## src/hw/apuPkg.sv

```systemverilog
// --------------------
// APU shared types
// --------------------
`default_nettype none

package apuPkg;

  localparam int periodWidth = 11;
  localparam int sampleWidth = 4;

  // Frame sequencer step counts
  localparam logic [15:0] frameStepCycles [5] = '{
    16'd7457,
    16'd14913,
    16'd22371,
    16'd29829,
    16'd37281  // 5-step only
  };

  // $4000/$4004 layout
  typedef struct packed {
    logic [1:0] duty;
    logic       loopHalt;  // Envelope loop, also length halt
    logic       constVol;
    logic [3:0] volume;
  } envCtl_t;

  // $4001/$4005 layout
  typedef struct packed {
    logic       enable;
    logic [2:0] divPeriod;
    logic       negate;
    logic [2:0] shift;
  } sweepCtl_t;

  // Same write byte, meaning depends on the register
  typedef union packed {
    envCtl_t   env;
    sweepCtl_t sweep;
  } regByte_t;

  typedef struct packed {
    logic quarterFrame;  // Envelope clock
    logic halfFrame;     // Length and sweep clock
  } frameStrobes_t;

  typedef struct packed {
    logic       we;
    logic [1:0] regSel;
    regByte_t   data;
  } chanWrite_t;

  // Length load values, always even
  function automatic logic [7:0] lengthTable(input logic [4:0] index);
    logic [6:0] entry;
    case (index)
      5'd0:  entry = 7'h05;
      5'd1:  entry = 7'h7F;
      5'd2:  entry = 7'h0A;
      5'd3:  entry = 7'h01;
      5'd4:  entry = 7'h14;
      5'd5:  entry = 7'h02;
      5'd6:  entry = 7'h28;
      5'd7:  entry = 7'h03;
      5'd8:  entry = 7'h50;
      5'd9:  entry = 7'h04;
      5'd10: entry = 7'h1E;
      5'd11: entry = 7'h05;
      5'd12: entry = 7'h07;
      5'd13: entry = 7'h06;
      5'd14: entry = 7'h0D;
      5'd15: entry = 7'h07;
      5'd16: entry = 7'h06;
      5'd17: entry = 7'h08;
      5'd18: entry = 7'h0C;
      5'd19: entry = 7'h09;
      5'd20: entry = 7'h18;
      5'd21: entry = 7'h0A;
      5'd22: entry = 7'h30;
      5'd23: entry = 7'h0B;
      5'd24: entry = 7'h60;
      5'd25: entry = 7'h0C;
      5'd26: entry = 7'h24;
      5'd27: entry = 7'h0D;
      5'd28: entry = 7'h08;
      5'd29: entry = 7'h0E;
      5'd30: entry = 7'h10;
      5'd31: entry = 7'h0F;
    endcase
    return {entry, 1'b0};
  endfunction

endpackage

`default_nettype wire

```

## src/hw/apuTop.sv

```systemverilog
// --------------------
// Pulse APU top
// --------------------
`timescale 1ns/1ps
`default_nettype none

module apuTop (
  input  logic                         clk,
  input  logic                         reset,
  input  logic                         ce,
  input  logic [4:0]                   addr,
  input  logic [7:0]                   din,
  input  logic                         mw,
  input  logic                         mr,
  output logic [7:0]                   dout,
  output logic                         irq,
  output logic [apuPkg::sampleWidth:0] sample
);
  import apuPkg::*;

  chanWrite_t             chanWr [2];
  frameStrobes_t          strobes;
  logic [sampleWidth-1:0] chanSample [2];
  logic [1:0]             chanNonZero;
  logic [1:0]             enabled;      // Square 2, square 1
  logic [1:0]             enableNext;   // Includes a $15 write in this cycle
  logic                   frameWrite;
  logic                   statusRead;
  logic                   frameIrq;

  // --------------------
  // Register decode
  // --------------------
  assign frameWrite = mw && (addr == 5'h17);
  assign statusRead = mr && (addr == 5'h15);  // Clears frame flag
  assign enableNext = (mw && addr == 5'h15) ? din[1:0] : enabled;

  always_ff @(posedge clk) begin
    if (reset) begin
      enabled <= 2'b00;
    end else if (ce) begin
      enabled <= enableNext;
    end
  end

  frameSequencer frameSeq (
    .clk        (clk),
    .reset      (reset),
    .ce         (ce),
    .frameWrite (frameWrite),
    .din        (din),
    .statusRead (statusRead),
    .strobes    (strobes),
    .frameIrq   (frameIrq)
  );

  // --------------------
  // Square channels
  // --------------------
  for (genvar ch = 0; ch < 2; ch++) begin : gSquare
    // $00-$03 and $04-$07
    assign chanWr[ch].we     = mw && (addr[4:2] == 3'(ch));
    assign chanWr[ch].regSel = addr[1:0];
    assign chanWr[ch].data   = din;

    squareChannel #(
      .isSecond (1'(ch))
    ) square (
      .clk     (clk),
      .reset   (reset),
      .ce      (ce),
      .wr      (chanWr[ch]),
      .strobes (strobes),
      .enabled (enableNext[ch]),
      .sample  (chanSample[ch]),
      .nonZero (chanNonZero[ch])
    );
  end

  // Bit 6 is the visible frame IRQ
  assign dout = {1'b0, frameIrq, 4'b0000, chanNonZero};
  assign irq  = frameIrq;

  // Plain sum, no mixer curve
  assign sample = {1'b0, chanSample[0]} + {1'b0, chanSample[1]};

endmodule

`default_nettype wire

```

## src/hw/envelopeUnit.sv

```systemverilog
// --------------------
// Envelope FSM
// --------------------
`timescale 1ns/1ps
`default_nettype none

module envelopeUnit (
  input  logic                           clk,
  input  logic                           reset,
  input  logic                           ce,
  input  logic                           quarterFrame,
  input  logic                           restart,
  input  apuPkg::envCtl_t                ctl,
  output logic [apuPkg::sampleWidth-1:0] volume
);
  import apuPkg::*;

  typedef enum logic [1:0] {
    envRestart,  // Start flag pending
    envDivide,
    envDecay     // Divider expired, step the level
  } envState_t;

  envState_t              state;
  logic [3:0]             divider;
  logic [sampleWidth-1:0] level;

  always_ff @(posedge clk) begin
    if (reset) begin
      state   <= envDivide;
      divider <= 4'd0;
      level   <= '0;
    end else if (ce) begin
      case (state)
        envRestart: begin
          if (quarterFrame) begin
            level   <= '1;
            divider <= ctl.volume;
            state   <= envDivide;
          end
        end
        envDivide: begin
          if (quarterFrame) begin
            if (divider == 4'd0) begin
              divider <= ctl.volume;
              state   <= envDecay;
            end else begin
              divider <= divider - 4'd1;
            end
          end
        end
        envDecay: begin
          if (level != '0 || ctl.loopHalt)
            level <= level - 1'b1;  // Wraps 0 -> 15 when looping
          state <= envDivide;
        end
        default: state <= envDivide;
      endcase
      if (restart)
        state <= envRestart;
    end
  end

  assign volume = ctl.constVol ? ctl.volume : level;

endmodule

`default_nettype wire

```

## src/hw/frameSequencer.sv

```systemverilog
// --------------------
// Frame sequencer
// --------------------
`timescale 1ns/1ps
`default_nettype none

module frameSequencer (
  input  logic                  clk,
  input  logic                  reset,
  input  logic                  ce,
  input  logic                  frameWrite,
  input  logic [7:0]            din,
  input  logic                  statusRead,
  output apuPkg::frameStrobes_t strobes,
  output logic                  frameIrq
);
  import apuPkg::*;

  logic [15:0] cycleCount;
  logic        fiveStep;      // Mode bit from $17
  logic        irqInhibit;
  logic        oddCycle;      // Even/odd toggle
  logic        writePending;  // $17 write landed on an odd cycle
  logic        frameFlag;
  logic [1:0]  irqStretch;    // Keeps the flag set two more cycles

  always_ff @(posedge clk) begin
    if (reset) begin
      cycleCount   <= 16'd4;
      fiveStep     <= 1'b0;
      irqInhibit   <= 1'b0;
      oddCycle     <= 1'b0;
      writePending <= 1'b0;
      frameFlag    <= 1'b0;
      irqStretch   <= 2'b00;
      strobes      <= '0;
    end else if (ce) begin
      oddCycle   <= !oddCycle;
      cycleCount <= cycleCount + 16'd1;
      irqStretch <= {irqStretch[0], 1'b0};
      strobes    <= '0;  // Single-cycle pulses

      // A set in progress beats any clear
      if (irqStretch[1])
        frameFlag <= 1'b1;
      else if (statusRead || (frameWrite && din[6]))
        frameFlag <= 1'b0;

      // --------------------
      // Step decode
      // --------------------
      if (cycleCount == frameStepCycles[0]) begin
        strobes.quarterFrame <= 1'b1;
      end else if (cycleCount == frameStepCycles[1]) begin
        strobes.quarterFrame <= 1'b1;
        strobes.halfFrame    <= 1'b1;
      end else if (cycleCount == frameStepCycles[2]) begin
        strobes.quarterFrame <= 1'b1;
      end else if (cycleCount == frameStepCycles[3]) begin
        if (!fiveStep) begin
          strobes.quarterFrame <= 1'b1;
          strobes.halfFrame    <= 1'b1;
          cycleCount           <= 16'd0;
          irqStretch           <= 2'b11;
          frameFlag            <= 1'b1;
        end
      end else if (cycleCount == frameStepCycles[4]) begin
        strobes.quarterFrame <= 1'b1;  // End of the 5-step frame
        strobes.halfFrame    <= 1'b1;
        cycleCount           <= 16'd0;
      end

      // Delayed half of an odd-cycle $17 write
      writePending <= 1'b0;
      if (writePending) begin
        if (fiveStep) begin
          strobes.quarterFrame <= 1'b1;
          strobes.halfFrame    <= 1'b1;
        end
        cycleCount <= 16'd0;
      end

      if (frameWrite) begin
        fiveStep   <= din[7];
        irqInhibit <= din[6];
        if (!oddCycle) begin
          if (din[7]) begin
            strobes.quarterFrame <= 1'b1;
            strobes.halfFrame    <= 1'b1;
          end
          cycleCount <= 16'd0;
        end
        writePending <= oddCycle;
      end
    end
  end

  assign frameIrq = frameFlag && !irqInhibit;

endmodule

`default_nettype wire

```

## src/hw/lengthCounter.sv

```systemverilog
// --------------------
// Length counter
// --------------------
`timescale 1ns/1ps
`default_nettype none

module lengthCounter (
  input  logic       clk,
  input  logic       reset,
  input  logic       ce,
  input  logic       halfFrame,
  input  logic       load,     // Register 3 write
  input  logic [4:0] index,
  input  logic       halt,
  input  logic       enabled,  // From $15
  output logic       nonZero,
  output logic       zero
);
  import apuPkg::*;

  logic [7:0] count;

  always_ff @(posedge clk) begin
    if (reset) begin
      count <= 8'd0;
    end else if (ce) begin
      if (load)
        count <= lengthTable(index);
      if (halfFrame && count != 8'd0 && !halt)
        count <= count - 8'd1;
      // Disabled channel holds zero
      if (!enabled)
        count <= 8'd0;
    end
  end

  assign nonZero = (count != 8'd0);
  assign zero    = !nonZero;

endmodule

`default_nettype wire

```

## src/hw/squareChannel.sv

```systemverilog
// --------------------
// Square channel
// --------------------
`timescale 1ns/1ps
`default_nettype none

module squareChannel #(
  parameter bit isSecond = 1'b0
) (
  input  logic                           clk,
  input  logic                           reset,
  input  logic                           ce,
  input  apuPkg::chanWrite_t             wr,
  input  apuPkg::frameStrobes_t          strobes,
  input  logic                           enabled,
  output logic [apuPkg::sampleWidth-1:0] sample,
  output logic                           nonZero
);
  import apuPkg::*;

  envCtl_t                envCtl;
  logic [periodWidth-1:0] period;
  logic [periodWidth:0]   timerCount;
  logic [2:0]             seqPos;
  logic [7:0]             rawData;
  logic                   restart;
  logic                   sweepWrite;
  logic [periodWidth-1:0] sweepPeriod;
  logic                   sweepUpdate;
  logic                   sweepMute;
  logic [sampleWidth-1:0] envVolume;
  logic                   lengthZero;
  logic [7:0]             dutyPattern;

  assign rawData    = wr.data;
  assign restart    = wr.we && (wr.regSel == 2'd3);
  assign sweepWrite = wr.we && (wr.regSel == 2'd1);

  always_ff @(posedge clk) begin
    if (reset) begin
      envCtl     <= '0;
      period     <= '0;
      timerCount <= '0;
      seqPos     <= 3'd0;
    end else if (ce) begin
      if (wr.we) begin
        case (wr.regSel)
          2'd0:    envCtl <= wr.data.env;
          2'd2:    period[7:0] <= rawData;
          2'd3:    period[10:8] <= rawData[2:0];  // Index goes to the length counter
          default: ;
        endcase
      end
      if (sweepUpdate)
        period <= sweepPeriod;

      // One sequencer step every 2*(P+1) cycles
      if (timerCount == '0) begin
        timerCount <= {period, 1'b1};
        seqPos     <= seqPos - 3'd1;
      end else begin
        timerCount <= timerCount - 1'b1;
      end
      if (restart)
        seqPos <= 3'd0;
    end
  end

  envelopeUnit envelope (
    .clk          (clk),
    .reset        (reset),
    .ce           (ce),
    .quarterFrame (strobes.quarterFrame),
    .restart      (restart),
    .ctl          (envCtl),
    .volume       (envVolume)
  );

  sweepUnit #(
    .isSecond (isSecond)
  ) sweep (
    .clk          (clk),
    .reset        (reset),
    .ce           (ce),
    .halfFrame    (strobes.halfFrame),
    .ctlWrite     (sweepWrite),
    .ctl          (wr.data.sweep),
    .period       (period),
    .newPeriod    (sweepPeriod),
    .periodUpdate (sweepUpdate),
    .mute         (sweepMute)
  );

  lengthCounter length (
    .clk       (clk),
    .reset     (reset),
    .ce        (ce),
    .halfFrame (strobes.halfFrame),
    .load      (restart),
    .index     (rawData[7:3]),
    .halt      (envCtl.loopHalt),
    .enabled   (enabled),
    .nonZero   (nonZero),
    .zero      (lengthZero)
  );

  // Output gating
  always_comb begin
    case (envCtl.duty)
      2'd0:    dutyPattern = 8'b1000_0000;  // 12.5%
      2'd1:    dutyPattern = 8'b1100_0000;
      2'd2:    dutyPattern = 8'b1111_0000;
      default: dutyPattern = 8'b0011_1111;  // 25% inverted
    endcase
    if (lengthZero || sweepMute || !dutyPattern[seqPos])
      sample = '0;
    else
      sample = envVolume;
  end

endmodule

`default_nettype wire

```

## src/hw/sweepUnit.sv

```systemverilog
// --------------------
// Sweep unit
// --------------------
`timescale 1ns/1ps
`default_nettype none

module sweepUnit #(
  parameter bit isSecond = 1'b0
) (
  input  logic                           clk,
  input  logic                           reset,
  input  logic                           ce,
  input  logic                           halfFrame,
  input  logic                           ctlWrite,
  input  apuPkg::sweepCtl_t              ctl,
  input  logic [apuPkg::periodWidth-1:0] period,
  output logic [apuPkg::periodWidth-1:0] newPeriod,
  output logic                           periodUpdate,
  output logic                           mute
);
  import apuPkg::*;

  sweepCtl_t              ctlReg;
  logic [2:0]             divider;
  logic                   reloadFlag;   // Set by a control write
  logic [periodWidth-1:0] shifted;
  logic [periodWidth-1:0] delta;
  logic [periodWidth:0]   target;       // One extra bit for overflow

  // Target period
  assign shifted = period >> ctlReg.shift;
  // Square 1 negates with ones complement, square 2 with twos complement
  assign delta   = ctlReg.negate ? (~shifted + {{(periodWidth-1){1'b0}}, isSecond}) : shifted;
  assign target  = {1'b0, period} + {1'b0, delta};

  assign newPeriod = target[periodWidth-1:0];
  assign mute      = (period < periodWidth'(8)) || (!ctlReg.negate && target[periodWidth]);

  assign periodUpdate = halfFrame && (divider == 3'd0) && ctlReg.enable &&
                        (ctlReg.shift != 3'd0) && !mute;

  always_ff @(posedge clk) begin
    if (reset) begin
      ctlReg     <= '0;
      divider    <= 3'd0;
      reloadFlag <= 1'b0;
    end else if (ce) begin
      if (halfFrame) begin
        if (divider == 3'd0 || reloadFlag)
          divider <= ctlReg.divPeriod;
        else
          divider <= divider - 3'd1;
        reloadFlag <= 1'b0;
      end
      // A write in the same cycle keeps its reload for the next half frame
      if (ctlWrite) begin
        ctlReg     <= ctl;
        reloadFlag <= 1'b1;
      end
    end
  end

endmodule

`default_nettype wire

```

## config.mk

```make
export PLATFORM = sky130hd
export DESIGN_NAME = apuTop
export DESIGN_NICKNAME = d
export VERILOG_FILES = /design/src/hw/apuPkg.sv /design/src/hw/apuTop.sv /design/src/hw/envelopeUnit.sv /design/src/hw/frameSequencer.sv /design/src/hw/lengthCounter.sv /design/src/hw/squareChannel.sv /design/src/hw/sweepUnit.sv
export SDC_FILE = /design/constraint.sdc
export NUM_CORES = 1
export LEC_CHECK = 0
export ABC_AREA = 0
export BUFFER_PORTS_ARGS = -buffer_cell sky130_fd_sc_hd__buf_2
export CAP_MARGIN = 40
export CORE_MARGIN = 4
export CORE_UTILIZATION = 39
export DETAILED_ROUTE_END_ITERATION = 16
export PLACE_DENSITY = 0.65
export SETUP_SLACK_MARGIN = 0.05
export SLEW_MARGIN = 30
export SYNTH_ARGS = -nofsm -noshare
export SYNTH_HDL_FRONTEND = slang
export SYNTH_SLANG_ARGS = --single-unit
```

## constraint.sdc

```tcl
create_clock -name clk -period 6.75 [get_ports clk]
set_input_delay 2.025 -clock clk [delete_from_list [all_inputs] [get_ports clk]]
set_output_delay 2.025 -clock clk [all_outputs]
set_load 0.005 [all_outputs]
```

==> results.yml, run 1 <==
run_status:
  status: "finished clean"
job:
  cap_viol_max_count: 0
clocking:
  clockRootBuffer: "clkbuf_16"
  h-tree-depth: 4
  clk_latency_ns: 0.43
  clock_path_buffers: 2
  clock_sinks: 155
  cts_tree: "built"
  path_clk_slew_ns: 0.07
  cts_made_buffers: 17
die:
  rows: 60
  die_y_um: 174
  die-area_um2: 30400
  design.core.area_um2: 27100
  start_util_pct: 39.8
  pin_count: 32
  chipWidth_um: 174
final_layout:
  syn2layout_area_growth_pct: 11.5
  antennaDiodeCount: 0
  drive_above_1_share_pct: 11.2
  fin_cells: 1785
  final_common_cell: "nor2_1"
  final_cell_mix: "177 x nor2_1, 150 x dfxtp_1, 141 x a21oi_1"
  final_nets: 1478
detailed_routing:
  ant_nets: 0
  vias: 10081
  routedWlPerCell_um: 16.3
  dr.pass1.iters: 5
  dr.first_iter.drc_count: 764
  drcViolationCount: 0
  vias_per_cell: 5.65
  routed_wl_um: 29100
timing:
  finClkSkew_ns: 0.0134
  max_freq_mhz: 151
  period_minus_slack_ns: 6.62
  finalHoldViolations: 0
  slew_violations: 0
  relSlewSlack_pct: 46.1
  fin_crit_sh_pct: 98.1
  worstMarginPinSlew_ns: 0.805
  fin_setup_tns_ns: 0
  setup_violations: 0
synthesis:
  synth_edf_count: 0
  syn-cell-area_um2: 10800
  synth.distinct_cells: 86
  yosys_most_used_dff: "dfxtp_1"
  yosys.area.top_type: "dfxtp_1"
  synth-warning-count: 0
  synth.top_cells.by_area: "dfxtp_1 29%, a21oi_1 6.7%, ha_1 6.6%, nor2_1 6.2%, mux2i_1 5.8%"
  synth-seq-cells: 155
  synth_top_area_share_pct: 28.7
  synth_cells: 1403
  avgSynthCellArea_um2: 7.70
  async_flop_share_pct: 0
  yosysSeqAreaShare_pct: 28.7
grt:
  grt_usage_pct: 18.5
  grt_overflow: 0
  grt_pass1_wl_um: 47000
  grt_max_degree: 76
  antenna_found_initial: 0
  grt_pass1_vias: 9223
worst_hold_path:
  hp-class: "reg2reg"
place:
  placedCellCount: 1743
  gp_congestion: 0.880
  io_buffers: 26
  hpwl_um: 20300
pwr:
  peakVddDrop_mv: 0.144
  p_per_area_nw_per_um2: 225
  leakagePower_nw: 4.47
critical_path:
  path_class: "reg2out"
  end_kind: "output port"
  start_kind: "register"
  ff2ff_setup_slack_ns: 2.07
  worst_ep_required_time_ns: 4.72
  arrival_ns: 4.60
  path_max_fanout: 6
[routing by layer]
| layer | vias to the layer above | track usage (%) | wire (um) |
|---|---|---|---|
| met5 | - | 0 | 0 |
| met4 | 0 | 4.88 | 521 |
| met3 | 37 | 2.85 | 1290 |
| met2 | 250 | 29.4 | 13200 |
| li1 | 5069 | - | - |
| met1 | 4725 | 26.1 | 14000 |
[final timing paths]
kind | startpoint | to | cells past startpoint
worst max-delay path | gSquare[1].square.sweep.ctlReg[1] | sample[4] | 18
worst min-delay path | gSquare[0].square.sweep.divider[1] | gSquare[0].square.sweep.divider[1] | 2
worst max register to register | gSquare[1].square.sweep.ctlReg[1] | gSquare[1].square.period[9] | 18
worst min register to register | gSquare[0].square.sweep.divider[1] | gSquare[0].square.sweep.divider[1] | 2
[state kept, by name, summed over array words and instances (netlist names)]
register,count
gSquare.square.timerCount,24
gSquare.square.period,22
frameSeq.cycleCount,16
gSquare.square.envCtl,16
gSquare.square.length.count,16
gSquare.square.sweep.ctlReg,16
gSquare.square.envelope.divider,8
gSquare.square.envelope.level,8
gSquare.square.seqPos,6
gSquare.square.sweep.divider,6
gSquare.square.envelope.state,4
enabled,2
frameSeq.irqStretch,2
frameSeq.strobes,2
gSquare.square.sweep.reloadFlag,2
frameSeq.fiveStep,1
frameSeq.frameFlag,1
frameSeq.irqInhibit,1
frameSeq.oddCycle,1
frameSeq.writePending,1
[cells in the mapped netlist (17+ instances only)]
cell / number
xnor2_1: 29
a21oi_1: 145
dfxtp_1: 155
mux2i_1: 63
inv_1: 56
a211oi_1: 33
nand3_1: 30
a31oi_1: 22
nor2_1: 179
clkbuf_1: 46
nor3_1: 45
o21ai_0: 95
nor2b_1: 17
ha_1: 57
nand2_1: 121
[power breakdown]
group,internal [mW],switching (mW)
Combinational,0.247,0.396
Sequential,0.990,0.0829
Clock,0.542,0.457
Total,1.78,0.935
[critical path, cell delays in order, from the launching register on]
cell and delay, ns:
dfxtp_4 0.41, clkbuf_4 0.19, buf_4 0.13, mux2_2 0.35
nor2_1 0.14, o22ai_2 0.11, or3_4 0.39, o31ai_2 0.25
xor2_1 0.19, ha_1 0.29, and4_4 0.23, a21oi_4 0.16
a21oi_4 0.10, buf_4 0.20, nor4_4 0.28, ha_1 0.30
a21o_1 0.16, a21o_1 0.17, buf_2 0.12
[metrics by stage]
stage,utilization (%),setup WS [ns],cell area (um^2),power (mW),hold slack (ns)
2_1_floorplan,-,0.681,10800,1.60,0.432
3_3_place_gp,41.1,0.296,11100,1.71,0.442
3_5_place_dp,41.2,0.155,11200,1.72,0.448
4_1_cts,43.5,0.0517,11800,2.72,0.456
5_1_grt,44.4,-0.0196,12000,2.87,0.493
6_report,44.4,0.126,12000,2.71,0.456
[logic make-up (layout without fill, tap and decap cells)]
logic type,Yosys count,after routing,synth area share [%]
and+or+nand+nor,518,518,23.4
AOI/OAI and AO/OA,408,408,24.0
DFF,155,155,28.7
buffers and inverters,140,146,5.70
muxes,77,77,7.40
adders and majority gates,60,60,7.16
xor gates and xnor gates,44,44,3.57
other,1,5,0.0347
[layout make-up]
cell class | count | area (um^2)
clock buffers | 18 | 439
clock inverters | 14 | 164
fillers | 2676 | 15100
inverters | 59 | 221
multi-input cells | 1112 | 7270
flip-flops and latches | 155 | 3120
well taps | 372 | 465
repair buffers | 55 | 364
[what timing repair did]
action,4_1_cts,5_1_grt
resized for setup,10,40
pin swaps,0,9
endpoints found under the setup margin,4,4
hold buffers,0,0
setup buffers,0,9
(Power assumes the default switching activity.)
==> run 2, diff against run 1 <==
--- a/config.mk
+++ b/config.mk
@@ -16,4 +16,5 @@
 export SLEW_MARGIN = 30
 export SYNTH_ARGS = -nofsm -noshare
 export SYNTH_HDL_FRONTEND = slang
+export SYNTH_HIERARCHICAL = 1
 export SYNTH_SLANG_ARGS = --single-unit
==> run 2 against run 1 <==
Net effect: combinational power rose by 16%; highest routed layer unchanged; setup slack got worse by 0.096 ns; final cell count rose by 4.8%; first-iteration DRC count increased by 8.5%; via count grew 8.4%; synthesized cell count is 2.6% higher; utilization up 0.15 points; critical path depth increased by 4; die area rose by 11%; non-clock buffer count rose by 20; largest cell class unchanged; hold slack about the same; largest power group unchanged.
==> results.yml, run 2 <==
run_status:
  status: "finished clean"
die:
  pin_count: 32
  rows: 63
  die_y_um: 183
  start_util_pct: 40.0
  design.core.area_um2: 30000
  chipWidth_um: 183
  die-area_um2: 33600
synthesis:
  yosysSeqAreaShare_pct: 25.9
  synth-seq-cells: 155
  synth-warning-count: 6
  avgSynthCellArea_um2: 8.34
  yosys.area.top_type: "dfxtp_1"
  async_flop_share_pct: 0
  synth_edf_count: 0
  yosys_most_used_dff: "dfxtp_1"
  synth_top_area_share_pct: 25.9
  synth_cells: 1440
  synth.top_cells.by_area: "dfxtp_1 26%, ha_1 6.8%, mux2i_1 5.5%, nor2_1 4.2%, nand2_1 3.6%"
  syn-cell-area_um2: 12000
  synth.most_common_cell: "dfxtp_1"
  synth.distinct_cells: 109
  synthTopCellsByCount: "155 x dfxtp_1, 135 x nor2_1, 115 x nand2_1"
final_layout:
  finalInstanceArea_um2: 13400
  final_cell_mix: "152 x dfxtp_1, 133 x nor2_1, 114 x nand2_1"
  final_core_util_pct: 44.6
  drive_above_1_share_pct: 14.9
  final_common_cell: "dfxtp_1"
  fill_cells: 2893
  largest_register_ffs: 24
  final_nets: 1553
  syn2layout_area_growth_pct: 11.6
  regMostFlops: "gSquare.square/timerCount"
  reg_top3: "gSquare.square/timerCount (24), gSquare.square/period (22)"
detailed_routing:
  routedWlPerCell_um: 17.1
  drcViolationCount: 0
  vias: 10927
  ant_nets: 0
  vias_per_cell: 5.84
  dr.pass1.iters: 6
  dr.first_iter.drc_count: 829
  routed_wl_um: 31900
timing:
  setup_violations: 0
  slew_violations: 0
  finClkSkew_ns: 0.0127
  relSlewSlack_pct: 46.8
  fin_crit_sh_pct: 99.6
  max_freq_mhz: 149
  finalHoldViolations: 0
  worstMarginPinSlew_ns: 0.798
  rsz0062_at_grt: "true"
  hold_ws_ns: 0.456
  period_minus_slack_ns: 6.72
grt:
  antenna_found_initial: 1
  grt_pass1_vias: 10242
  grt_overflow: 0
  grt_usage_pct: 18.7
  grt_pass1_wl_um: 52000
  grt_max_degree: 65
critical_path:
  worst_ep_required_time_ns: 4.72
  r2r-start: "gSquare[1].square/sweep/ctlReg[1]"
  cp_top_family: "compound AO/OA/AOI/OAI gates"
  worstPathCellList: "mux4_2 > mux2i_4 > ha_4 > nand4_4 > o31ai_4 > xor2_1 > ha_1 > a21oi_1 > nor2_1 > a21oi_2 > o21ai_1 > a311oi_1 > o21ai_1 > buf_4 > nor2_4 > ha_2 > inv_2 > fa_2 > nor2b_1 > o21ai_1 > nand2b_1 > buf_2"
  worstReg2RegEnd: "gSquare[1].square/period[7]"
  arrival_ns: 4.69
  start_kind: "register"
  crit_top_cell: "o21ai_1"
  reg2regPathDepth: 18
  end_kind: "output port"
  slowest_delay_ns: 0.57
  ff2ff_setup_slack_ns: 2.26
  path_buf_inv: 3
  slowest_stage: "mux4_2"
  path_class: "reg2out"
  path_max_fanout: 4
clocking:
  clk_latency_ns: 0.44
  h-tree-depth: 4
  clockRootBuffer: "clkbuf_16"
  path_clk_slew_ns: 0.06
  cts_made_buffers: 17
  clock_path_buffers: 2
  cts_tree: "built"
  clock_sinks: 155
  cts_hold_buffers: 0
worst_hold_path:
  hold_end: "gSquare[0].square/sweep/ctlReg[5]"
  hp-class: "reg2reg"
  hp-start: "gSquare[0].square/sweep/ctlReg[5]"
  hold_depth: 2
place:
  hpwl_um: 22200
  gp_congestion: 0.890
  io_buffers: 26
  placed_cell_area_um2: 12500
pwr:
  p_sw_share_pct: 33.9
  p_per_area_nw_per_um2: 214
  power.share.sequential_pct: 38.4
  power.internal_mw: 1.90
  power_switching_uw: 972
  pwr-share-clk_pct: 35.7
  leakagePower_nw: 4.98
  peakVddDrop_mv: 0.188
  combPwrFrac_pct: 25.9
job:
  cap_viol_max_count: 0
[run 2: cell count changes in the layout (fill, tap and decap cells not counted), sizes merged, moves of 9 or more]
cell	delta
nor4b	+9
buf	+20
inv	+21
a21oi	-54
nand2b	+19
nand4	+14
o21ai	-40
a31oi	+11
mux2i	+9
nand3	+25
nor2	-45
mux4	+10
[run 2: logic make-up after synthesis]
family / after synthesis / share of synthesized area, %
adders and majority gates: 68 / 7.28
DFF: 155 / 25.9
and+or+nand+nor: 558 / 26.2
xor gates and xnor gates: 40 / 2.92
buffers and inverters: 157 / 6.30
muxes: 101 / 10.4
other: 1 / 0.0312
AOI/OAI and AO/OA: 360 / 21.0
[run 2: metal layers]
layer  up-vias  wire length, um  global-route usage (%)
met2       259            14500                    30.4
met4         0              599                    4.89
met1      5248            15200                    25.9
met3        43             1560                    2.87
li1       5377                -                       -
met5         -                0                       0
[run 2: worst max-delay path by stage]
stage / from / end / slack (ns) / depth (start not counted)
after global routing: gSquare[1].square/sweep/ctlReg[2] / sample[4] / -0.31 / 24
after CTS: gSquare[1].square/sweep/ctlReg[1] / sample[3] / -0.05 / 21
after global placement: gSquare[1].square/sweep/ctlReg[1] / sample[4] / 0.16 / 23
final: gSquare[1].square/sweep/ctlReg[1] / sample[4] / 0.03 / 22
after floorplan: gSquare[1].square/sweep/ctlReg[1] / sample[4] / 0.45 / 22
after detailed placement: gSquare[1].square/sweep/ctlReg[1] / sample[4] / 0.06 / 23
[run 2: final cells by class]
type / instances / area, um^2 / share of cell area [%]
clock inverters: 13 / 164 / 1.22
inverters: 86 / 323 / 2.41
clock buffers: 19 / 453 / 3.38
flip-flops and latches: 155 / 3110 / 23.2
diodes: 1 / 2.50 / 0.0187
well taps: 390 / 488 / 3.64
repair buffers: 75 / 552 / 4.12
multi-input cells: 1132 / 8300 / 62.0
[run 2: worst reg2reg max path: stages, from the launching register on]
cell,delay [ns]
dfxtp_4,0.39
mux4_2,0.57
mux2i_4,0.23
ha_4,0.24
inv_2,0.05
mux2i_2,0.06
ha_1,0.28
a21o_1,0.17
a21oi_2,0.17
nand2b_4,0.17
a21oi_4,0.07
o41ai_4,0.23
buf_4,0.16
buf_4,0.09
buf_4,0.10
o211a_1,0.53
o21a_1,0.55
nor2_1,0.08
a211oi_1,0.26
[run 2: stage by stage]
stage               TNS, ns  power (mW)  instances  setup WS, ns
floorplan                 0        1.68       1444         0.445
global placement          0        1.83       1820         0.162
detailed placement        0        1.85       1820        0.0601
CTS                  -0.116        2.88       1859       -0.0524
global route          -1.09        3.03       1871        -0.310
finish                    0        2.87       1871        0.0301
[run 2: power by group through the flow]
stage	registers, mW	clock network [mW]	logic (mW)
2_1_floorplan	1.09	0	0.597
3_3_place_gp	1.12	0	0.716
3_5_place_dp	1.12	0	0.732
4_1_cts	1.10	1.04	0.736
5_1_grt	1.12	1.08	0.831
6_report	1.10	1.02	0.743
[run 2: what timing repair did]
action,in CTS,in global routing
pin swaps,6,6
resized for setup,32,16
setup buffers,7,10
setup endpoints to repair,4,4
